$ cat src/cnn_pkg.sv
package cnn_pkg;

  // bram interface
  localparam int data_w = 32;
  localparam int addr_w = 32;

  // pixel and weight width
  localparam int px_w = 8;
  localparam int word_bytes = data_w / px_w; // bytes per bram word

  // kernel geometry
  localparam int k_size = 5;
  localparam int k_taps = k_size * k_size;
  localparam int n_filt = 8;                 // one pe per filter

  // input tile of 6 rows by 8 pixels
  localparam int tile_rows = 6;
  localparam int tile_cols = 8;

  // word counts for the three brams
  localparam int w_words   = 50;             // 8 x 25 weights at four per word
  localparam int if_words  = 12;             // 48 tile pixels
  localparam int n_win     = 8;
  localparam int out_words = 4;

  // accumulator and quantisation
  localparam int acc_w = 32;
  localparam int q_lsb = 7;                  // rounding bit is q_lsb-1

  // one command on a bram port
  typedef struct packed {
    logic [addr_w-1:0] addr;
    logic              en;
    logic [3:0]        we;                   // 1111 for write and 0000 for read
    logic [data_w-1:0] din;
  } bram_req_t;

  // byte 0 sits in bits 31:24
  typedef union packed {
    logic [data_w-1:0]                word;
    logic [0:word_bytes-1][px_w-1:0]  bytes;
  } bram_word_u;

  // 5x5 window or kernel with tap i*5+j at row i col j
  typedef logic [k_taps-1:0][px_w-1:0] window_t;

endpackage
$ cat src/tile_cache.sv
module tile_cache (
  input  logic                clk,
  input  logic                rst,
  input  cnn_pkg::bram_word_u i_if_dout,
  input  cnn_pkg::bram_word_u i_w_dout,
  input  logic                i_load_if,
  input  logic                i_load_w,
  input  logic [5:0]          i_load_idx,
  input  logic                i_win_valid,
  input  logic                i_win_row,
  input  logic [1:0]          i_win_col,
  output cnn_pkg::window_t    o_win,
  output cnn_pkg::window_t    o_kernel [cnn_pkg::n_filt],
  output logic                o_win_valid
);

  // 6x8 tile in row major order
  logic [cnn_pkg::px_w-1:0] tile_mem [cnn_pkg::tile_rows * cnn_pkg::tile_cols];
  // filter f at 25f..25f+24
  logic [cnn_pkg::px_w-1:0] w_mem [cnn_pkg::n_filt * cnn_pkg::k_taps];

  // one word is four consecutive entries with byte 0 first
  always_ff @(posedge clk) begin
    if (i_load_if) begin
      for (int b = 0; b < cnn_pkg::word_bytes; b++) begin
        tile_mem[cnn_pkg::word_bytes * i_load_idx + b] <= i_if_dout.bytes[b];
      end
    end
    if (i_load_w) begin
      for (int b = 0; b < cnn_pkg::word_bytes; b++) begin
        w_mem[cnn_pkg::word_bytes * i_load_idx + b] <= i_w_dout.bytes[b];
      end
    end
  end

  // registered window select
  always_ff @(posedge clk) begin
    if (i_win_valid) begin
      for (int i = 0; i < cnn_pkg::k_size; i++) begin
        for (int j = 0; j < cnn_pkg::k_size; j++) begin
          o_win[i * cnn_pkg::k_size + j] <=
            tile_mem[cnn_pkg::tile_cols * (i_win_row + i) + i_win_col + j];
        end
      end
    end
  end

  always_ff @(posedge clk or posedge rst) begin
    if (rst) begin
      o_win_valid <= 1'b0;
    end else begin
      o_win_valid <= i_win_valid;
    end
  end

  // kernels stay put for the whole run
  always_comb begin
    for (int f = 0; f < cnn_pkg::n_filt; f++) begin
      for (int t = 0; t < cnn_pkg::k_taps; t++) begin
        o_kernel[f][t] = w_mem[f * cnn_pkg::k_taps + t];
      end
    end
  end

endmodule

$ cat config.mk
export PLATFORM = sky130hd
export DESIGN_NAME = tile_cache
export DESIGN_NICKNAME = d
export VERILOG_FILES = /design/src/cnn_pkg.sv /design/src/tile_cache.sv
export SDC_FILE = /design/constraint.sdc
export NUM_CORES = 2
export LEC_CHECK = 0
export ABC_AREA = 1
export BUFFER_PORTS_ARGS = -buffer_cell sky130_fd_sc_hd__buf_2
export CAP_MARGIN = 25
export CORE_AREA = 2 2 729 731
export DETAILED_ROUTE_END_ITERATION = 10
export DIE_AREA = 0 0 731 733
export PLACE_DENSITY = 0.3
export SLEW_MARGIN = 10
export SYNTH_ARGS = -nofsm -noshare
export SYNTH_HDL_FRONTEND = slang
export SYNTH_SLANG_ARGS = --single-unit
$ cat constraint.sdc
create_clock -name clk -period 1.3 [get_ports clk]
set_input_delay 0.065 -clock clk [delete_from_list [all_inputs] [get_ports clk]]
set_output_delay 0.065 -clock clk [all_outputs]
set_load 0.02 [all_outputs]
==> metrics.md <==
| Metric | Value |
|---|---|
| Period Utilization, post-route | `148%` |
| Worst R2R Setup Slack | `-260 ps` |
| Post-synth top flop | `edfxtp_1` |
| Failing checks | `hold timing, setup timing` |
| Worst path bufs/invs | `1` |
| Cell Area, Synth | `77400 sq um` |
| Cell taking the most area after synthesis | `edfxtp_1` |
| Crit path depth | `1` |
| Initial core utilization | `between 10% and 20%` |
| Rows | `around 270` |
| Core Area | `between 500000 and 600000 sq um` |
| Post-Syn Nets | `4919` |
| Seq cells post-synth | `between 2000 and 2500` |
| Critical Path AT | `1860 ps` |
| Crit path capture type | `output port` |
| Max stage delay on crit path | `730 ps` |
| GRT Total Usage | `about 16%` |
| Die area | `536000 sq um` |
| Peak supply drop | `956 uV` |
| Sequential area share after synthesis | `84.8%` |
| CTS tree | `done` |
| Layout cells sized above 1 | `41.3%` |
| Hold_ws | `-182 ps` |
| WHS Path Cells | `5` |
| Final setup fails | `2994` |
| Area delta synth->final | `55.7%` |
| Total gr overflow | `0` |
| CP Cell Sequence | `buf_6` |
| Most frequent cell after synthesis | `edfxtp_1` |
| Vias in the first global route | `55100` |
| Initial antenna violation count | `67` |
| TritonRoute pass-1 iters | `8` |
| Top cell type's share of synthesized area | `84.8%` |
| Antenna viol nets, final | `0` |
| First-pass GRT wire length | `about 570 mm` |
| Die width | `about 730 um` |
| Total clock buffers created by CTS | `between 200 and 300` |
| Crit-path leading delay family | `flip-flops` |
| WS Path Type | `register to output port` |
| DRC violations left | `0` |
| Max frequency | `approximately 0.52 GHz` |
| Drt total wl | `approximately 450 mm` |
| GPL Wtd Cong | `~0.82` |
| Worst-case headroom to the max-slew limit | `36.0%` |
| Via density | `between 3 and 4` |
| Max Buffers Root-to-Sink | `4` |
| H-Tree Depth | `5` |
| RR Startpoint | `tile_mem[26][2]` |
| Number of flops mapped to enable cells by yosys | `2184` |
| Final net count | `7631` |
| Worst skew pair latency | `approximately 930 ps` |
| Total number of vias | `55400` |
| Detailed Route Iter0 Violations | `5295` |
| Total power | `171 mW` |
| Worst Hold Class | `input pin to register` |
| Reg2reg path depth | `5` |
| LEAKAGE | `44.4 nW` |
| CTS root buffer | `clkbuf_16` |
| Slew @ Worst Pin | `958 ps` |
| Ranking of synthesized cells by area | `edfxtp_1, nand2_1, nand3_1, buf_2, o21ai_1` |
| Status | `finished, violations left` |
| CTS sink cnt | `approximately 2200` |
| I/O Pins | `1879` |
| Synth cell types | `25` |
| Setup Total Neg Slack | `-492870 ps` |
| Wire per inst | `30.2 um` |
| P per Cell Area | `between 1000 and 1500 nW/um^2` |
| Worst clock skew | `roughly 60 ps` |
| Final Slew Violations | `0` |
| Critical path's slowest cell | `edfxtp_1` |
| Max FO, Critical Path | `1` |
| MaxCap Viol Count | `0` |
| Largest net degree at the start of global routing | `54` |
| Reg clk slew, reported paths | `80 ps` |
| Crit. Startpoint | `w_mem[98][6]` |
| Height of the die | `733 um` |
| Minimum clock period | `just under 2000 ps` |
| PortBufs | `1878` |
| Req. time, crit path | `1240 ps` |
| Unrepaired setup endpoints after global routing | `yes` |
| Crit path to | `o_kernel[990]` |
| Cell count after synthesis | `4839` |
| Final Hold Viols | `98` |
| Syn Area/Cell | `16.0 sq um` |
| Post-DP HPWL | `~330 mm` |
| Commonest cells post-synth | `edfxtp_1, nand2_1, nand3_1` |
| Synth async-reset ratio | `less than 1%` |
| Reg2reg end | `o_win[122]` |
| Final setup margin | `-628 ps` |
| YS warnings | `0` |
| Critical Path Source Type | `register` |
==> state kept, by name (all words and copies together), names as in the netlist <==
register and flops:
w_mem 1600, tile_mem 384, o_win_valid 1, o_win 200
==> metrics by stage <==
stage          worst slack, ps  instances  hold slack (ps)  util [%]  cell area [sq um]
2_1_floorplan             -273       4839             -206         -              78500
3_3_place_gp             -1250      14200            -99.2      19.6             103000
3_5_place_dp             -1240      14200            -95.5      19.6             103000
4_1_cts                   -749      14700             -175      22.5             119000
5_1_grt                   -706      14800             -212      22.8             120000
6_report                  -628      14800             -182      22.8             120000
==> cell type report <==
class                      instances  area [sq um]
fill                           55300        407000
inverter                          14           121
sequential                      2185         65600
antenna                           41           103
clock buffer                     318          7130
timing repair buffer            2661         25100
clock inverter                   163          1780
tap                             6994          8750
multi-input combinational       2415         11800
==> power by group <==
part           leakage [nW]  total, mW  internal, mW  switching, mW
clock                  4.32       76.9          44.2           32.8
sequential             19.9       79.8          78.9          0.852
combinational          20.3       14.7          4.80           9.91
total                  44.4        171           128           43.5
==> per-layer routing <==
metal	vias to the layer above	routed length, um	GRT usage [%]
met4	6	12300	3.93
met3	499	33200	4.01
met1	29000	176000	19.2
li1	23400	-	-
met5	-	34	0
met2	2574	225000	28.3
==> worst min-delay path by stage <==
stage / to / start / slack (ps)
floorplan: o_win_valid / rst / -210
detailed placement: o_win_valid / rst / -100
CTS: w_mem[183][7] / i_load_idx[3] / -180
finish: w_mem[182][3] / i_load_idx[3] / -180
global placement: o_win_valid / rst / -100
global route: w_mem[182][3] / i_load_idx[3] / -210
==> what timing repair did <==
| action | 4_1_cts | 5_1_grt |
|---|---|---|
| setup buffers | 5 | 7 |
| gates resized for setup | 1809 | 530 |
| hold buffers | 86 | 3 |
| endpoints found under the hold margin | 2613 | 114 |
| setup endpoints to repair | 1968 | 3406 |
| pin swaps | 9 | 24 |
| cloned | 0 | 3 |
==> kinds of logic after synthesis <==
family	after synthesis	share of synthesized area (%)
AND/OR/NAND/NOR	2227	12.3
flip-flops	2185	84.8
buffers and inverters	241	1.63
AO/OA/AOI/OAI	184	1.26
adder cells (fa/ha/maj)	2	0.0323
==> cells in the final DEF (no fill, tap or decap), types with 8 or more instances in the layout <==
cell type	synthesis	routed
buf_12	0	229
buf_2	97	789
buf_4	27	489
buf_6	17	1061
bufinv_16	0	22
clkbuf_1	44	39
clkbuf_16	0	280
clkinv_1	1	47
clkinv_16	0	9
clkinv_2	0	47
clkinvlp_4	0	15
diode_2	0	41
dlygate4sd3_1	0	87
edfxtp_1	2184	2184
inv_16	0	8
inv_6	0	10
nand2_1	1268	1222
nand2_2	0	27
nand2_4	0	19
nand3_1	822	777
nand3_2	0	31
nand3_4	0	14
nor2_1	93	25
nor2_4	0	69
o21a_1	14	14
o21ai_0	68	58
o21ai_1	88	71
o21ai_2	1	11
o21ai_4	0	17
or2_1	12	12
or2_2	30	20
or2_4	0	10
(Power assumes the default switching activity.)
