==> src/cnn_pkg.sv <==
package cnn_pkg;

  // bram interface
  localparam int data_w = 32;
  localparam int addr_w = 32;

  // pixel and weight width
  localparam int px_w = 8;
  localparam int word_bytes = data_w / px_w; // bytes per bram word

  // kernel geometry
  localparam int k_size = 5;
  localparam int k_taps = k_size * k_size;
  localparam int n_filt = 8;                 // one pe per filter

  // input tile of 6 rows by 8 pixels
  localparam int tile_rows = 6;
  localparam int tile_cols = 8;

  // word counts for the three brams
  localparam int w_words   = 50;             // 8 x 25 weights at four per word
  localparam int if_words  = 12;             // 48 tile pixels
  localparam int n_win     = 8;
  localparam int out_words = 4;

  // accumulator and quantisation
  localparam int acc_w = 32;
  localparam int q_lsb = 7;                  // rounding bit is q_lsb-1

  // one command on a bram port
  typedef struct packed {
    logic [addr_w-1:0] addr;
    logic              en;
    logic [3:0]        we;                   // 1111 for write and 0000 for read
    logic [data_w-1:0] din;
  } bram_req_t;

  // byte 0 sits in bits 31:24
  typedef union packed {
    logic [data_w-1:0]                word;
    logic [0:word_bytes-1][px_w-1:0]  bytes;
  } bram_word_u;

  // 5x5 window or kernel with tap i*5+j at row i col j
  typedef logic [k_taps-1:0][px_w-1:0] window_t;

endpackage
==> src/max_pool.sv <==
module max_pool (
  input  logic                        clk,
  input  logic                        rst,
  input  logic [cnn_pkg::px_w-1:0]    i_res [cnn_pkg::n_filt],
  input  logic [cnn_pkg::n_filt-1:0]  i_res_valid,
  output cnn_pkg::bram_req_t          o_temp_req,
  output logic                        o_pool_last
);

  logic [cnn_pkg::px_w-1:0] shift_q [cnn_pkg::n_filt][4]; // last four results
  logic [cnn_pkg::px_w-1:0] pool_max [cnn_pkg::n_filt];
  logic                     res_valid;
  logic [2:0]               res_cnt;  // group in bit 2
  logic                     pool_go;  // shift holds a full group
  logic                     pool_grp;
  logic                     second_q; // upper word due
  cnn_pkg::bram_word_u      word_lo;
  cnn_pkg::bram_word_u      word_hi;
  cnn_pkg::bram_word_u      hold_hi;

  assign res_valid = &i_res_valid; // pes run in lockstep

  always_ff @(posedge clk) begin
    if (res_valid) begin
      for (int f = 0; f < cnn_pkg::n_filt; f++) begin
        shift_q[f][0] <= i_res[f];
        for (int k = 1; k < 4; k++) begin
          shift_q[f][k] <= shift_q[f][k-1];
        end
      end
    end
  end

  // unsigned max of four and then pack filters 4h..4h+3 into word h
  always_comb begin
    for (int f = 0; f < cnn_pkg::n_filt; f++) begin
      pool_max[f] = shift_q[f][0];
      for (int k = 1; k < 4; k++) begin
        if (shift_q[f][k] > pool_max[f]) pool_max[f] = shift_q[f][k];
      end
    end
    for (int b = 0; b < cnn_pkg::word_bytes; b++) begin
      word_lo.bytes[b] = pool_max[b];
      word_hi.bytes[b] = pool_max[cnn_pkg::word_bytes + b];
    end
  end

  always_ff @(posedge clk) begin
    if (pool_go) hold_hi <= word_hi; // next group may shift in meanwhile
  end

  always_ff @(posedge clk or posedge rst) begin
    if (rst) begin
      res_cnt     <= '0;
      pool_go     <= 1'b0;
      pool_grp    <= 1'b0;
      second_q    <= 1'b0;
      o_pool_last <= 1'b0;
      o_temp_req  <= '0;
    end else begin
      if (res_valid) res_cnt <= res_cnt + 3'd1;
      pool_go <= res_valid && (res_cnt[1:0] == 2'd3);
      if (res_valid && res_cnt[1:0] == 2'd3) pool_grp <= res_cnt[2];
      second_q    <= pool_go;
      o_pool_last <= second_q && pool_grp;
      if (pool_go) begin
        o_temp_req.addr <= cnn_pkg::addr_w'({pool_grp, 1'b0});
        o_temp_req.en   <= 1'b1;
        o_temp_req.we   <= 4'b1111;
        o_temp_req.din  <= word_lo.word;
      end else if (second_q) begin
        o_temp_req.addr <= cnn_pkg::addr_w'({pool_grp, 1'b1});
        o_temp_req.en   <= 1'b1;
        o_temp_req.we   <= 4'b1111;
        o_temp_req.din  <= hold_hi.word;
      end else begin
        o_temp_req.en <= 1'b0;
        o_temp_req.we <= 4'b0000;
      end
    end
  end

endmodule

==> config.mk <==
export PLATFORM = sky130hd
export DESIGN_NAME = max_pool
export DESIGN_NICKNAME = d
export VERILOG_FILES = /design/src/cnn_pkg.sv /design/src/max_pool.sv
export SDC_FILE = /design/constraint.sdc
export NUM_CORES = 1
export LEC_CHECK = 0
export BUFFER_PORTS_ARGS = -buffer_cell sky130_fd_sc_hd__buf_2
export CORE_MARGIN = 2
export CORE_UTILIZATION = 47
export DETAILED_ROUTE_END_ITERATION = 10
export PLACE_DENSITY_LB_ADDON = 0.25
export SLEW_MARGIN = 20
export SYNTH_ARGS = -nofsm -noshare
export SYNTH_HDL_FRONTEND = slang
export SYNTH_SLANG_ARGS = --single-unit
==> constraint.sdc <==
create_clock -name clk -period 7 [get_ports clk]
set_clock_uncertainty 0.05 [all_clocks]
set_input_delay 1.4 -clock clk [delete_from_list [all_inputs] [get_ports clk]]
set_output_delay 1.4 -clock clk [all_outputs]
set_load 0.01 [all_outputs]
==> impl_metrics.py, run 1 <==
metrics = {
    "pwr": {
        "power_density_mw_per_mm2": 209,
        "pwr-share-seq_pct": 50.4,
        "p_sw_uw": 828,
        "finalPower_mw": 4.21,
        "leakagePower_nw": 8.72,
        "clkPwrFrac_pct": 48.1,
        "vdd_drop_max_uv": 122,
        "power.share.switching_pct": 19.6,
        "internal-power_mw": 3.39,
        "pwr-share-comb_pct": 1.5,
    },
    "clock_tree": {
        "cts_resized": 0,
        "clock-root-buffer": "clkbuf_16",
        "clock-sinks": 330,
        "htreeDepth": 2,
        "clk_latency_ps": 540,
        "cts.clk_slew.worst_paths_ps": 60,
        "cts_tree": "yes",
        "ctsHoldBuffers": 0,
        "cts_made_buffers": 39,
        "clk_path_buf_depth": 3,
        "post_cts_buffers": 0,
    },
    "worst_hold_path": {
        "min_path_cells": 0,
        "hp-start": "shift_q[0][104]",
        "whs_endpoint": "shift_q[0][96]",
        "min_path_type": "reg2reg",
    },
    "drt": {
        "avgRoutedWirePerCell_um": 16.2,
        "drtAntennaViolNets": 0,
        "dr_total_vias": 10800,
        "vias_per_cell": 5.21,
        "drt_wl_total_mm": 33.6,
        "detail_route.iter0.violations": 572,
        "drc": 0,
        "drt_first_pass_iters": 7,
    },
    "worst_setup_path": {
        "cp-end-kind": "register",
        "start_kind": "register",
        "regToRegStartpoint": "shift_q[1][121]",
        "slowest_delay_ps": 510,
        "crit_slowest_cell": "a31oi_2",
        "crit_type": "reg2reg",
        "critical_path.top_delay_family": "compound AO/OA/AOI/OAI gates",
        "worstPathArrival_ps": 6200,
        "critPathMaxFanout": 18,
        "reg2reg_slack_ps": 1020,
        "r2r-end": "hold_hi[2]",
        "worstPathRequired_ps": 7220,
        "path_buf_inv": 3,
        "reg2reg_depth": 26,
    },
    "synthesis": {
        "netlist_area_sq_mm": 0.0178,
        "synth_top_cell_by_area": "edfxtp_1",
        "yosysUniqueCellTypes": 53,
        "ys_seq_elements": 330,
        "async_reset_ff_share_pct": 12.7,
        "synthTopCellsByCount": "edfxtp_1, ha_1, inv_1, mux2i_1, nor2_1",
        "ys_seq_area_share_pct": 54.5,
        "yosys.area.top_type_share_pct": 48.6,
        "synth_ff_type": "edfxtp_1",
        "yosysMostFrequentCell": "edfxtp_1",
        "avgSynthCellArea_sq_um": 12.7,
        "synth_enable_flop_cells": 288,
        "synthCells": 1403,
        "synth_area_leaders": "edfxtp_1, ha_1, dfrtp_1",
        "synth_warnings": 0,
    },
    "die": {
        "rows": 71,
        "die_h_um": 199,
        "core_sq_mm": 0.0375,
        "dieArea_sq_mm": 0.0394,
        "initial_core_util_pct": 47.5,
        "ios": 144,
        "dieWidth_um": 199,
    },
    "sta": {
        "min_period_ps": 5980,
        "setup_viol": 0,
        "finalMaxSlewViolations": 0,
        "rsz0062_at_grt": "no",
        "finalHoldViolCount": 0,
        "fin_setup_tns_ps": 0,
        "relSlewSlack_pct": 27.8,
        "worstMarginPinSlew_ps": 1080,
        "post-route-period-util_pct": 85.4,
        "fmax_mhz": 167,
    },
    "layout": {
        "multi_input_area_sq_mm": 0.00734,
        "fin_nets": 1804,
        "nFillCells": 3201,
        "areaGrowthSynthToFinish_pct": 13.2,
        "drive_gt1_share_pct": 17.5,
        "num_antenna_cells": 0,
        "seq_area_sq_mm": 0.00970,
    },
    "flow_run": {
        "max_cap_violations": 0,
    },
    "placement": {
        "dp_hpwl_mm": 23.8,
        "gp_congestion": 0.854,
        "portBuffers": 113,
    },
    "grt": {
        "grt_first_pass_wirelength_mm": 54.7,
        "grt_usage_pct": 17.4,
        "antenna_found_initial": 1,
        "grt_pass1_vias": 10900,
        "grt_start_max_net_pins": 148,
        "globalRouteOverflowTotal": 0,
    },
    "status": {
        "status": "finished clean",
    },
}
==> sequential cells by signal, indices dropped and copies added, names as in the netlist <==
| name | flops |
|---|---|
| pool_go | 1 |
| o_temp_req | 35 |
| res_cnt | 3 |
| second_q | 1 |
| hold_hi | 32 |
| pool_grp | 1 |
| o_pool_last | 1 |
| shift_q | 256 |
==> placed cells by master, fill, tap and decap left out, types with 8 or more instances in the layout <==
cell       instances
edfxtp_1         288
ha_1             192
inv_1            145
buf_2            113
mux2i_1          100
nor2_1            73
a21oi_1           59
mux2_2            46
clkbuf_16         43
dfrtp_1           40
o21a_1            37
nor2b_1           36
conb_1            30
nand3_1           29
a21o_1            29
o21ai_0           27
and2_1            25
a31oi_1           25
o31ai_1           24
or2_2             22
nand2b_1          20
nand2_1           17
nand4_1           16
and3_1            10
a211oi_1           9
clkinv_2           9
o21ai_1            8
==> through the flow <==
| stage | utilization (%) | cells | hold slack, ps | cell area [sq um] | setup slack [ps] |
|---|---|---|---|---|---|
| final | 53.8 | 2078 | 422 | 20200 | 1020 |
| after global routing | 53.8 | 2078 | 437 | 20200 | 532 |
| after CTS | 53.8 | 2078 | 416 | 20200 | 972 |
| after detailed placement | 50.3 | 2008 | 404 | 18900 | 1010 |
| after global placement | 50.3 | 2008 | 400 | 18900 | 1160 |
| after floorplan | - | 1432 | 376 | 17900 | 682 |
==> cell families after synthesis <==
kind of cell             share of synthesized area [%]
multiplexers                                      9.04
buffers and inverters                             4.95
AO/OA/AOI/OAI                                     9.99
XOR/XNOR                                        0.0984
adder cells (fa/ha/maj)                           13.5
flip-flops                                        54.5
AND/OR/NAND/NOR                                   7.91
other                                           0.0211
==> layout make-up <==
type	count	share of cell area [%]
Inverter	146	2.72
Clock inverter	17	0.683
Timing Repair Buffer	120	3.13
Clock buffer	53	5.77
Sequential cell	330	48.1
Multi-Input combinational cell	901	36.4
Tap cell	511	3.17
==> per-layer routing <==
metal  GRT usage, %  share of wire (%)  up-vias
met5              0              0.021        -
met4           6.11                2.3        2
met3           3.29                4.4       52
met2           26.7                 44      188
met1           24.7                 50     5177
li1               -                  -     5409
==> worst max-delay path by stage <==
stage / from / endpoint / slack, ps / cells after the start
after floorplan: i_res_valid[6] / pool_grp / 680 / 4
after global placement: shift_q[1][49] / hold_hi[16] / 1160 / 25
after detailed placement: shift_q[1][49] / hold_hi[16] / 1010 / 25
after CTS: shift_q[1][49] / hold_hi[16] / 970 / 25
after global routing: shift_q[0][57] / o_temp_req[23] / 530 / 27
final: shift_q[1][121] / hold_hi[2] / 1020 / 26
==> worst reg2reg max path: stages (launching register included) <==
cell and delay (ps):
edfxtp_1 390, inv_1 60, ha_1 290, nor2b_1 130, o21a_1 120, o21a_1 100
o21ai_0 80, a31oi_2 510, mux2_2 420, inv_1 90, ha_1 240, nor2b_1 140
o21a_1 170, o21a_1 160, o21ai_0 180, a21oi_1 130, a211o_1 330, nand2_1 320
mux2i_1 240, ha_1 260, a21o_1 160, a21o_1 170, a21oi_1 140, a32oi_1 70
buf_4 200, a21oi_1 450, a21oi_1 150
==> power by group through the flow <==
stage / Clock, mW / Sequential, mW / Combinational (mW)
2_1_floorplan: 0 / 2.16 / 0.0461
3_3_place_gp: 0 / 2.16 / 0.0608
3_5_place_dp: 0 / 2.16 / 0.0629
4_1_cts: 2.09 / 2.12 / 0.0633
5_1_grt: 2.16 / 2.12 / 0.0718
6_report: 2.03 / 2.12 / 0.0622
Power figures use the tool's default switching activity.
==> run 2, diff against run 1 <==
--- a/config.mk
+++ b/config.mk
@@ -6,8 +6,10 @@
 export NUM_CORES = 1
 export LEC_CHECK = 0
 export BUFFER_PORTS_ARGS = -buffer_cell sky130_fd_sc_hd__buf_2
+export CELL_PAD_IN_SITES_DETAIL_PLACEMENT = 1
+export CELL_PAD_IN_SITES_GLOBAL_PLACEMENT = 1
 export CORE_MARGIN = 2
-export CORE_UTILIZATION = 47
+export CORE_UTILIZATION = 35
 export DETAILED_ROUTE_END_ITERATION = 10
 export PLACE_DENSITY_LB_ADDON = 0.25
 export SLEW_MARGIN = 20
==> impl_metrics.py, run 2 (synthesized netlist as in run 1, its figures left out) <==
metrics = {
    "pwr": {
        "vdd_drop_max_uv": 141,
        "power_density_mw_per_mm2": 212,
        "leakagePower_nw": 8.77,
    },
    "layout": {
        "fin_util_pct": 40.8,
        "layout_commonest_cell": "edfxtp_1",
        "nFillCells": 5259,
        "final_cells": 2247,
        "regMostFlops": "shift_q",
        "top_regs": "shift_q x256, o_temp_req x35, hold_hi x32",
        "areaGrowthSynthToFinish_pct": 15.0,
        "most-common-layout-cells": "edfxtp_1, ha_1, inv_1, buf_2, mux2i_1",
        "largest_register_ffs": 256,
        "drive_gt1_share_pct": 17.5,
        "num_antenna_cells": 0,
        "fin_nets": 1808,
    },
    "clock_tree": {
        "clk_path_buf_depth": 3,
        "clk_latency_ps": 550,
        "clock-root-buffer": "clkbuf_16",
        "ctsHoldBuffers": 0,
        "clock-sinks": 330,
        "cts_made_buffers": 41,
        "cts_resized": 0,
        "cts.clk_slew.worst_paths_ps": 60,
        "post_cts_buffers": 0,
        "htreeDepth": 2,
        "cts_tree": "yes",
    },
    "sta": {
        "worstMarginPinSlew_ps": 833,
        "rsz0062_at_grt": "no",
        "fin_setup_tns_ps": 0,
        "finalMaxSlewViolations": 0,
        "post-route-period-util_pct": 86.7,
        "relSlewSlack_pct": 44.1,
        "setup_viol": 0,
        "min_period_ps": 6070,
        "finalHoldViolCount": 0,
        "fmax_mhz": 165,
    },
    "grt": {
        "globalRouteOverflowTotal": 0,
        "grt_start_max_net_pins": 97,
        "grt_pass1_vias": 12000,
        "grt_usage_pct": 15.0,
        "grt_first_pass_wirelength_mm": 63.9,
        "antenna_found_initial": 1,
    },
    "die": {
        "dieArea_sq_mm": 0.0527,
        "dieWidth_um": 230,
        "initial_core_util_pct": 35.5,
        "die_h_um": 230,
        "rows": 82,
        "ios": 144,
        "core_sq_mm": 0.0502,
    },
    "worst_hold_path": {
        "hp-start": "res_cnt[0]",
        "min_path_type": "reg2reg",
    },
    "status": {
        "status": "finished clean",
    },
    "worst_setup_path": {
        "path_buf_inv": 1,
        "regToRegStartpoint": "shift_q[1][54]",
        "cp-end-kind": "register",
        "crit_slowest_cell": "o31ai_4",
        "slowest_delay_ps": 460,
        "startpoint": "shift_q[1][54]",
        "worstPathArrival_ps": 6320,
        "cp_cell_sequence": "ha_1 > a21o_1 > a21oi_1 > a21o_1 > a31oi_2 > mux2_2 > inv_1 > ha_1 > nor2b_1 > o21a_1 > o21a_1 > o21ai_0 > a21oi_1 > o31ai_4 > mux2i_1 > ha_1 > nor2b_1 > o21a_1 > o21ai_0 > nand2b_1 > a21oi_1 > o21ai_0 > o21ai_1 > mux2_2",
        "start_kind": "register",
        "critPathMaxFanout": 8,
        "crit_type": "reg2reg",
        "worstPathRequired_ps": 7250,
        "critical_path.top_delay_family": "compound AO/OA/AOI/OAI gates",
    },
    "drt": {
        "drc": 0,
        "met3_length_mm": 1.44,
        "dr_total_vias": 11000,
        "detail_route.iter0.violations": 410,
        "drt_wl_total_mm": 38.9,
        "wl_met2_mm": 17.5,
        "vias_per_cell": 4.88,
        "top_layer": "met5",
        "m1WireLength_mm": 19.1,
        "drt_first_pass_iters": 4,
        "drtAntennaViolNets": 0,
        "avgRoutedWirePerCell_um": 17.3,
    },
    "flow_run": {
        "max_cap_violations": 0,
    },
    "placement": {
        "dp_hpwl_mm": 28.1,
        "gp_congestion": 0.778,
        "portBuffers": 113,
        "place_inst": 2171,
    },
}
-- run 2: changes by cell type in the layout (fill, tap and decap cells not counted), sizes merged --
cell      delta
bufinv       +2
clkinvlp     -2
clkinv       -2
buf          +2
clkbuf       +8
-- run 2: power by group --
part / switching (mW) / total (mW) / internal, mW
logic: 0.0359 / 0.0635 / 0.0276
registers: 0.00198 / 2.12 / 2.12
clock network: 0.824 / 2.16 / 1.34
total: 0.862 / 4.35 / 3.49
-- run 2: metal layers --
metal,track usage [%],up-vias
met1,20.6,5352
met3,2.73,43
met5,0,-
met4,5.11,2
met2,23.9,156
li1,-,5413
-- run 2: worst paths after layout --
path                                       end  slack [ps]  cells after the start
worst max-delay path               hold_hi[16]         930                     24
worst min-delay path                res_cnt[0]         420                      1
worst max register to register     hold_hi[16]         930                     24
worst min register to register      res_cnt[0]         420                      1
max in group asynchronous              pool_go        5420                      3
min in group asynchronous       o_temp_req[20]         990                      3
-- run 2: area by class of cell --
class                           instances  area [sq um]  area share [%]
Sequential cell                       330          9710            47.4
Multi-Input combinational cell        901          7340            35.8
Clock buffer                           61          1200            5.89
Tap cell                              672           841            4.11
Timing Repair Buffer                  122           658            3.21
Inverter                              146           548            2.68
Clock inverter                         15           175           0.856
-- run 2: through the flow --
step	setup slack (ps)	instance area, sq um	hold slack, ps	total power, mW
5_1_grt	408	20500	440	4.50
3_3_place_gp	1010	19100	401	2.23
3_5_place_dp	841	19100	410	2.23
6_report	933	20500	419	4.35
4_1_cts	795	20500	426	4.43
2_1_floorplan	682	17900	376	2.21
