[config.mk]
export PLATFORM = sky130hd
export DESIGN_NAME = cnn_ctrl
export DESIGN_NICKNAME = d
export VERILOG_FILES = /design/src/cnn_pkg.sv /design/src/cnn_ctrl.sv
export SDC_FILE = /design/constraint.sdc
export NUM_CORES = 1
export LEC_CHECK = 0
export BUFFER_PORTS_ARGS = -buffer_cell sky130_fd_sc_hd__buf_2
export CAP_MARGIN = 20
export CORE_ASPECT_RATIO = 0.6
export CORE_MARGIN = 1.5
export CORE_UTILIZATION = 30
export CTS_BUF_LIST = sky130_fd_sc_hd__clkbuf_16
export DETAILED_ROUTE_END_ITERATION = 7
export PLACE_DENSITY_LB_ADDON = 0.3
export SLEW_MARGIN = 20
export SYNTH_ARGS = -nofsm -noshare
export SYNTH_HDL_FRONTEND = slang
export SYNTH_SLANG_ARGS = --single-unit
export TNS_END_PERCENT = 5
[constraint.sdc]
create_clock -name clk -period 1.75 [get_ports clk]
set_clock_uncertainty 0.2 [all_clocks]
set_input_delay 0.0875 -clock clk [delete_from_list [all_inputs] [get_ports clk]]
set_output_delay 0.0875 -clock clk [all_outputs]
set_load 0.01 [all_outputs]
[src/cnn_pkg.sv]
package cnn_pkg;

  // bram interface
  localparam int data_w = 32;
  localparam int addr_w = 32;

  // pixel and weight width
  localparam int px_w = 8;
  localparam int word_bytes = data_w / px_w; // bytes per bram word

  // kernel geometry
  localparam int k_size = 5;
  localparam int k_taps = k_size * k_size;
  localparam int n_filt = 8;                 // one pe per filter

  // input tile of 6 rows by 8 pixels
  localparam int tile_rows = 6;
  localparam int tile_cols = 8;

  // word counts for the three brams
  localparam int w_words   = 50;             // 8 x 25 weights at four per word
  localparam int if_words  = 12;             // 48 tile pixels
  localparam int n_win     = 8;
  localparam int out_words = 4;

  // accumulator and quantisation
  localparam int acc_w = 32;
  localparam int q_lsb = 7;                  // rounding bit is q_lsb-1

  // one command on a bram port
  typedef struct packed {
    logic [addr_w-1:0] addr;
    logic              en;
    logic [3:0]        we;                   // 1111 for write and 0000 for read
    logic [data_w-1:0] din;
  } bram_req_t;

  // byte 0 sits in bits 31:24
  typedef union packed {
    logic [data_w-1:0]                word;
    logic [0:word_bytes-1][px_w-1:0]  bytes;
  } bram_word_u;

  // 5x5 window or kernel with tap i*5+j at row i col j
  typedef logic [k_taps-1:0][px_w-1:0] window_t;

endpackage
[src/cnn_ctrl.sv]
module cnn_ctrl (
  input  logic               clk,
  input  logic               rst,
  input  logic               i_start,
  input  logic               i_pool_last,
  output cnn_pkg::bram_req_t o_if_req,
  output cnn_pkg::bram_req_t o_w_req,
  output logic               o_load_if,
  output logic               o_load_w,
  output logic [5:0]         o_load_idx,
  output logic               o_win_valid,
  output logic               o_win_row,
  output logic [1:0]         o_win_col,
  output logic               o_done
);

  typedef enum logic [2:0] {
    st_idle,
    st_load,   // weight and tile reads plus one drain cycle
    st_run,    // one window per cycle
    st_wait,   // pipeline and pooling flush
    st_done
  } state_t;

  state_t     state;
  state_t     state_nx;
  logic [5:0] cnt;        // shared by load and run
  logic       cnt_end;
  logic       w_rd;
  logic       if_rd;

  assign cnt_end = (state == st_load && cnt == 6'(cnn_pkg::w_words)) ||
                   (state == st_run && cnt == 6'(cnn_pkg::n_win - 1));

  always_comb begin
    state_nx = state;
    case (state)
      st_idle: if (i_start) state_nx = st_load;
      st_load: if (cnt_end) state_nx = st_run;
      st_run:  if (cnt_end) state_nx = st_wait;
      st_wait: if (i_pool_last) state_nx = st_done;
      st_done: state_nx = st_idle;
      default: state_nx = st_idle;
    endcase
  end

  always_ff @(posedge clk or posedge rst) begin
    if (rst) begin
      state <= st_idle;
    end else begin
      state <= state_nx;
    end
  end

  always_ff @(posedge clk or posedge rst) begin
    if (rst) begin
      cnt <= '0;
    end else if (cnt_end || state == st_idle) begin
      cnt <= '0;
    end else if (state == st_load || state == st_run) begin
      cnt <= cnt + 6'd1;
    end
  end

  // tile words come in on the first 12 weight cycles
  assign w_rd  = (state == st_load) && (cnt < 6'(cnn_pkg::w_words));
  assign if_rd = (state == st_load) && (cnt < 6'(cnn_pkg::if_words));

  always_comb begin
    o_w_req      = '0;
    o_w_req.addr = cnn_pkg::addr_w'(cnt);
    o_w_req.en   = w_rd;
    o_if_req      = '0;
    o_if_req.addr = cnn_pkg::addr_w'(cnt);
    o_if_req.en   = if_rd;
  end

  // data shows up one cycle after the read so the strobes trail by one
  always_ff @(posedge clk or posedge rst) begin
    if (rst) begin
      o_load_w   <= 1'b0;
      o_load_if  <= 1'b0;
      o_load_idx <= '0;
    end else begin
      o_load_w   <= w_rd;
      o_load_if  <= if_rd;
      o_load_idx <= cnt;
    end
  end

  // order 1 2 5 6 then 3 4 7 8
  // row from bit 1 and column from bits 2 and 0
  assign o_win_valid = (state == st_run);
  assign o_win_row   = cnt[1];
  assign o_win_col   = {cnt[2], cnt[0]};

  assign o_done = (state == st_done);

endmodule

==> impl_metrics.py, run 1 <==
metrics = {
    "placed_design": {
        "dp_hpwl_um": 2130,
        "gp_congestion": 0.819,
        "port_buffers": 30,
        "numPlacedInstances": 309,
    },
    "yosys": {
        "ys.flop_type": "dfrtp_1",
        "synth_edf_count": 0,
        "post-synth-top-count-cell": "buf_4",
        "synthTopCellsByArea": "buf_4, dfrtp_1, nor2_1",
        "ys_top_cells_by_count": "buf_4, dfrtp_1, nor2_1",
        "postSynthCellCount": 205,
        "yosysWarnings": 0,
        "syn_area_mm2": 0.00181,
        "ys_async_sr_fraction_pct": 100,
        "ys_types": 25,
        "synth_area_per_cell_um2": 8.83,
        "synth_seq_area_share_pct": 23.5,
        "yosys.area.top_type_share_pct": 56.4,
        "synth-seq-cells": 17,
        "yosys.area.top_type": "buf_4",
    },
    "worst_setup_path": {
        "timing.rr.start": "cnt[0]$_DFFE_PP0P_",
        "crit_buf_inv": 0,
        "critPathRequiredTime_ns": 1.66,
        "setup.worst_path.start_class": "flop",
        "critPathKind": "flop to flop",
        "r2r_slack_ns": -0.01,
        "critical_path.top_delay_family": "compound AO/OA/AOI/OAI gates",
        "worstPathCellList": "ha_2 -> and4bb_1 -> nand2_2 -> a221oi_4 -> a211oi_1",
        "r2r-end": "cnt[1]$_DFFE_PP0P_",
        "crit_cells": 5,
        "crit_path_max_incr_delay_ns": 0.41,
        "critPathMaxFanout": 6,
        "cp_slowest_cell": "a221oi_4",
        "worstPathArrival_ns": 1.68,
        "end_kind": "flop",
        "r2r_cells": 5,
    },
    "clock_network": {
        "cts_buffers": 3,
        "clk_latency_ns": 0.24,
        "h-tree-depth": 1,
        "root_buffer": "clkbuf_16",
        "cts.sinks": 17,
        "cts_max_path_buffers": 2,
        "cts_tree": "built",
        "clkTransAtPathRegs_ns": 0.05,
    },
    "finish": {
        "fillerInstances": 636,
        "multi_input_area_um2": 817,
        "num_antenna_cells": 0,
        "final_layout_size_suffix_gt1_share_pct": 22.4,
        "nets": 244,
        "final_cells": 317,
        "areaGrowthSynthToFinish_pct": -6.98,
        "regArea_um2": 425,
    },
    "status": {
        "outcome": "complete, but fails checks",
        "violations": "negative setup slack",
    },
    "global_route": {
        "grt_pass1_wl_um": 3470,
        "antenna_found_initial": 0,
        "grt_max_degree": 18,
        "grt_overflow": 0,
        "grt_util_all_layers_pct": 7.01,
        "grt_pass1_vias": 640,
    },
    "hold_path": {
        "hold_class": "primary input to flop",
        "min-delay-start": "i_start",
        "worstHoldEndpoint": "state[0]$_DFFE_PP0P_",
        "min_path_cells": 4,
    },
    "timing": {
        "rsz0062_at_grt": "true",
        "slew_headroom_pct": 56.8,
        "hold_violations": 0,
        "fin_crit_ns": 1.76,
        "finalMaxSlewViolations": 0,
        "min_period_over_period_pct": 101,
        "fmax_mhz": 567,
        "tightestPinTransition_ns": 0.647,
        "final.setup.worst_slack_ns": -0.0139,
        "finalSetupViolations": 2,
    },
    "drt": {
        "vias": 966,
        "drtIter0Drc": 36,
        "drt-total-wl_um": 2550,
        "drtPass1Iterations": 4,
        "routed_via_density": 3.05,
        "avgRoutedWirePerCell_um": 8.03,
        "ant_nets": 0,
        "drc_errors": 0,
    },
    "floorplanning": {
        "core_mm2": 0.00570,
        "chipWidth_um": 103,
        "io_pins": 155,
        "fp.dieH_um": 63.2,
        "std_cell_rows": 21,
        "dieArea_mm2": 0.00652,
        "start_util_pct": 31.7,
    },
    "pwr": {
        "power_mw": 2.35,
        "p_leak_nw": 0.971,
        "worst_ir_drop_vdd_v": 0.000593,
        "powerDensity_mw_per_mm2": 1400,
    },
    "run": {
        "maxCapViolations": 0,
    },
}
-- cell usage in the layout (no fill, tap or decap) --
cell type	netlist	layout
dlygate4sd3_1	0	2
nor3_2	0	2
nand2_1	5	5
nand4b_1	2	2
ha_2	0	1
nand2b_2	0	1
nand4_1	1	1
dfrtp_1	17	17
conb_1	1	124
and3b_1	1	1
nand2_2	1	1
nor4b_2	1	1
nor2_1	13	13
buf_4	136	11
nor3b_1	2	2
o311ai_0	1	1
buf_2	0	30
a211oi_1	2	2
a221oi_4	1	1
inv_1	2	2
and4bb_1	1	1
clkbuf_16	0	3
xnor2_1	5	5
ha_1	2	1
o311a_1	1	1
nand2b_1	3	2
xnor2_2	1	1
a2bb2oi_1	1	1
clkinv_2	0	1
nor3_1	3	1
-- flip-flops by register name, indices dropped and copies added, names as in the netlist --
name and count:
cnt 6, o_load_if 1, state 3, o_load_idx 6, o_load_w 1
-- timing repair --
action,CTS,global route
gates cloned,0,0
buffers inserted,0,2
setup endpoints to repair,9,10
hold endpoints to repair,20,0
hold buffers,2,0
pin swaps,2,6
resized for setup,3,1
-- worst reg2reg max path, stage by stage (launching register included) --
cell      delay [ns]
dfrtp_1         0.40
ha_2            0.21
and4bb_1        0.24
nand2_2         0.07
a221oi_4        0.41
a211oi_1        0.09
-- area by class of cell --
type	instances	share of cell area, %
clock buffer	3	4.46
inverter	2	0.446
clock inverter	1	0.297
timing repair buffer	43	15.0
sequential	17	25.3
multi-input combinational	171	48.6
tap	80	5.95
-- through the flow --
step / util, % / setup slack [ns] / area [µm²] / TNS, ns / hold slack [ns]
6_report: 29.5 / -0.0139 / 1680 / -0.0233 / 0.0405
2_1_floorplan: - / 0.0175 / 2270 / 0 / -0.186
3_3_place_gp: 27.2 / 0.0390 / 1550 / 0 / 0.0176
5_1_grt: 29.5 / -0.128 / 1680 / -0.800 / 0.0521
3_5_place_dp: 27.2 / 0.00360 / 1550 / 0 / 0.0129
4_1_cts: 29.2 / -0.0291 / 1670 / -0.0472 / 0.0374
-- logic make-up (layout without fill, tap and decap cells) --
| group | Yosys count | after routing | synth area share (%) |
|---|---|---|---|
| fa+ha+maj | 2 | 2 | 1.38 |
| simple gates | 33 | 33 | 10.1 |
| other cells | 1 | 124 | 0.207 |
| compound gates | 6 | 6 | 3.80 |
| xor+xnor | 6 | 6 | 3.32 |
| buf+inv | 140 | 49 | 57.7 |
| flops | 17 | 17 | 23.5 |
-- routing by layer --
layer / vias to the layer above / global-route usage [%] / wire [µm] / part of all wire [%]
li1: 451 / - / - / -
met1: 446 / 9.72 / 1090 / 43
met2: 67 / 10.2 / 1140 / 45
met3: 2 / 3.11 / 293 / 12
met4: 0 / 1.01 / 14 / 0.55
met5: - / 0 / 0 / 0
-- report_power, final --
group	total (mW)	switching, mW	internal (mW)	leakage (nW)
Sequential	0.665	0.105	0.559	0.203
Combinational	1.24	0.711	0.529	0.727
Clock	0.447	0.142	0.305	0.0409
Total	2.35	0.959	1.39	0.971
-- worst max-delay path by stage --
stage,from,slack [ns],to
floorplan,cnt[1]$_DFFE_PP0P_,0.02,cnt[0]$_DFFE_PP0P_
global placement,cnt[0]$_DFFE_PP0P_,0.04,state[0]$_DFFE_PP0P_
detailed placement,cnt[0]$_DFFE_PP0P_,0.004,cnt[0]$_DFFE_PP0P_
CTS,cnt[3]$_DFFE_PP0P_,-0.03,o_w_req[36]
global route,cnt[0]$_DFFE_PP0P_,-0.13,cnt[1]$_DFFE_PP0P_
finish,cnt[0]$_DFFE_PP0P_,-0.01,cnt[1]$_DFFE_PP0P_
Note: power is estimated with default switching activity, not from simulation.
==> run 2, diff against run 1 <==
--- a/config.mk
+++ b/config.mk
@@ -9,10 +9,11 @@
 export CAP_MARGIN = 20
 export CORE_ASPECT_RATIO = 0.6
 export CORE_MARGIN = 1.5
-export CORE_UTILIZATION = 30
+export CORE_UTILIZATION = 35
 export CTS_BUF_LIST = sky130_fd_sc_hd__clkbuf_16
 export DETAILED_ROUTE_END_ITERATION = 7
 export PLACE_DENSITY_LB_ADDON = 0.3
+export REMOVE_ABC_BUFFERS = 1
 export SLEW_MARGIN = 20
 export SYNTH_ARGS = -nofsm -noshare
 export SYNTH_HDL_FRONTEND = slang
==> run 2 against run 1 <==
  * The run still ends with negative setup slack left
  * Total power up 4.9%
  * Final cell count is 3.5% lower
  * Utilization rose by 4.5 points
  * Die area is 14% lower
  * Maximum frequency is 0.34% lower
  * Largest cell class unchanged
  * Highest routed layer unchanged
==> impl_metrics.py, run 2 (synthesized netlist as in run 1, its figures left out) <==
metrics = {
    "status": {
        "outcome": "complete, but fails checks",
        "violations": "negative setup slack",
    },
    "clock_network": {
        "cts_max_path_buffers": 2,
        "cts.sinks": 17,
        "root_buffer": "clkbuf_16",
        "h-tree-depth": 1,
        "cts_buffers": 3,
        "clk_latency_ns": 0.25,
        "clkTransAtPathRegs_ns": 0.05,
        "cts_tree": "built",
    },
    "global_route": {
        "busiest_layer": "met1",
        "gr-usage-met2_pct": 10.4,
        "grt_util_met1_pct": 10.6,
        "grt_max_degree": 18,
        "grt_util_all_layers_pct": 7.98,
        "grt_overflow": 0,
        "grtUsageMet3_pct": 3.23,
        "antenna_found_initial": 0,
        "grt_pass1_vias": 616,
        "grt_pass1_wl_um": 3220,
    },
    "floorplanning": {
        "dieArea_mm2": 0.00562,
        "io_pins": 155,
        "chipWidth_um": 95.8,
        "fp.dieH_um": 58.7,
        "std_cell_rows": 20,
        "core_mm2": 0.00503,
        "start_util_pct": 36.0,
    },
    "placed_design": {
        "place_ws_ns": 0.0154,
        "port_buffers": 30,
        "dp_hpwl_um": 1940,
        "gp_congestion": 0.762,
    },
    "timing": {
        "fmax_mhz": 565,
        "slew_headroom_pct": 56.7,
        "fin_crit_ns": 1.77,
        "whs_ns": 0.0178,
        "final.setup.worst_slack_ns": -0.0199,
        "rsz0062_at_grt": "true",
        "tns_ns": -0.0278,
        "hold_violations": 0,
        "min_period_over_period_pct": 101,
        "tightestPinTransition_ns": 0.649,
        "finalMaxSlewViolations": 0,
        "finalSetupViolations": 4,
    },
    "worst_setup_path": {
        "end_kind": "flop",
        "crit_path_max_incr_delay_ns": 0.41,
        "crit_buf_inv": 0,
        "critical_path.top_delay_family": "simple AND/OR/NAND/NOR gates",
        "critPathMaxFanout": 6,
        "worstPathCellList": "ha_2 -> and4bb_1 -> nand2_2 -> a221oi_4 -> nor2_1",
        "critPathKind": "flop to flop",
        "worstPathArrival_ns": 1.69,
        "cp_slowest_cell": "dfrtp_1",
        "critPathRequiredTime_ns": 1.67,
        "setup.worst_path.start_class": "flop",
    },
    "pwr": {
        "powerDensity_mw_per_mm2": 1440,
        "power_mw": 2.47,
        "worst_ir_drop_vdd_v": 0.000469,
        "p_leak_nw": 0.990,
    },
    "drt": {
        "vias": 978,
        "drt-total-wl_um": 2510,
        "ant_nets": 0,
        "drtIter0Drc": 42,
        "routed_via_density": 3.20,
        "avgRoutedWirePerCell_um": 8.21,
        "drtPass1Iterations": 4,
        "drc_errors": 0,
    },
    "finish": {
        "layout_common_cells": "conb_1, buf_2, dfrtp_1",
        "num_antenna_cells": 0,
        "fillerInstances": 549,
        "final_layout_size_suffix_gt1_share_pct": 24.2,
        "nets": 247,
        "layout_commonest_cell": "conb_1",
        "top_regs": "cnt x6, o_load_idx x6, state x3",
        "final_util_pct": 34.0,
        "areaGrowthSynthToFinish_pct": -5.53,
    },
    "hold_path": {
        "hold_class": "primary input to flop",
    },
    "run": {
        "maxCapViolations": 0,
    },
}
[run 2: cell type report]
type                       count  area (µm²)  area share (%)
multi-input combinational    171         830            48.5
sequential                    17         427            25.0
timing repair buffer          46         283            16.5
tap                           66        82.6            4.83
clock buffer                   3        75.1            4.39
inverter                       2        7.51           0.439
clock inverter                 1        5.00           0.293
[run 2: timing repair]
| item | CTS | global route |
|---|---|---|
| hold buffers | 2 | 0 |
| endpoints found under the setup margin | 3 | 9 |
| endpoints found under the hold margin | 19 | 0 |
| buffers inserted | 3 | 2 |
| pin swaps | 5 | 7 |
| resized for setup | 3 | 6 |
[run 2: power breakdown]
| part | switching (mW) | internal (mW) |
|---|---|---|
| clock network | 0.163 | 0.306 |
| logic | 0.734 | 0.589 |
| registers | 0.113 | 0.561 |
[run 2: worst register-to-register path, cell delays in order, from the launching register on]
cell and delay (ns):
dfrtp_1 0.41, ha_2 0.21, and4bb_1 0.24, nand2_2 0.07
a221oi_4 0.40, nor2_1 0.10
[run 2: path summary, 6_finish.rpt]
| check | startpoint | end | slack (ns) | depth (start not counted) |
|---|---|---|---|---|
| worst max-delay path | cnt[1]$_DFFE_PP0P_ | cnt[2]$_DFFE_PP0P_ | -0.02 | 5 |
| worst min-delay path | i_start | state[0]$_DFFE_PP0P_ | 0.02 | 4 |
| worst max register to register | cnt[1]$_DFFE_PP0P_ | cnt[2]$_DFFE_PP0P_ | -0.02 | 5 |
| worst min register to register | cnt[3]$_DFFE_PP0P_ | o_load_idx[3]$_DFF_PP0_ | 0.33 | 1 |
| max in group asynchronous | rst | cnt[3]$_DFFE_PP0P_ | 0.62 | 3 |
| min in group asynchronous | rst | cnt[4]$_DFFE_PP0P_ | 0.27 | 3 |
[run 2: metrics by stage]
stage,area (µm²),std cells
6_report,1710,306
5_1_grt,1710,306
4_1_cts,1670,304
3_5_place_dp,1540,295
3_3_place_gp,1540,295
2_1_floorplan,1230,190
[run 2: metal layers]
metal	share of wire [%]	vias up
li1	-	458
met1	42	453
met2	45	65
met3	12	2
met4	1.6	0
met5	0	-
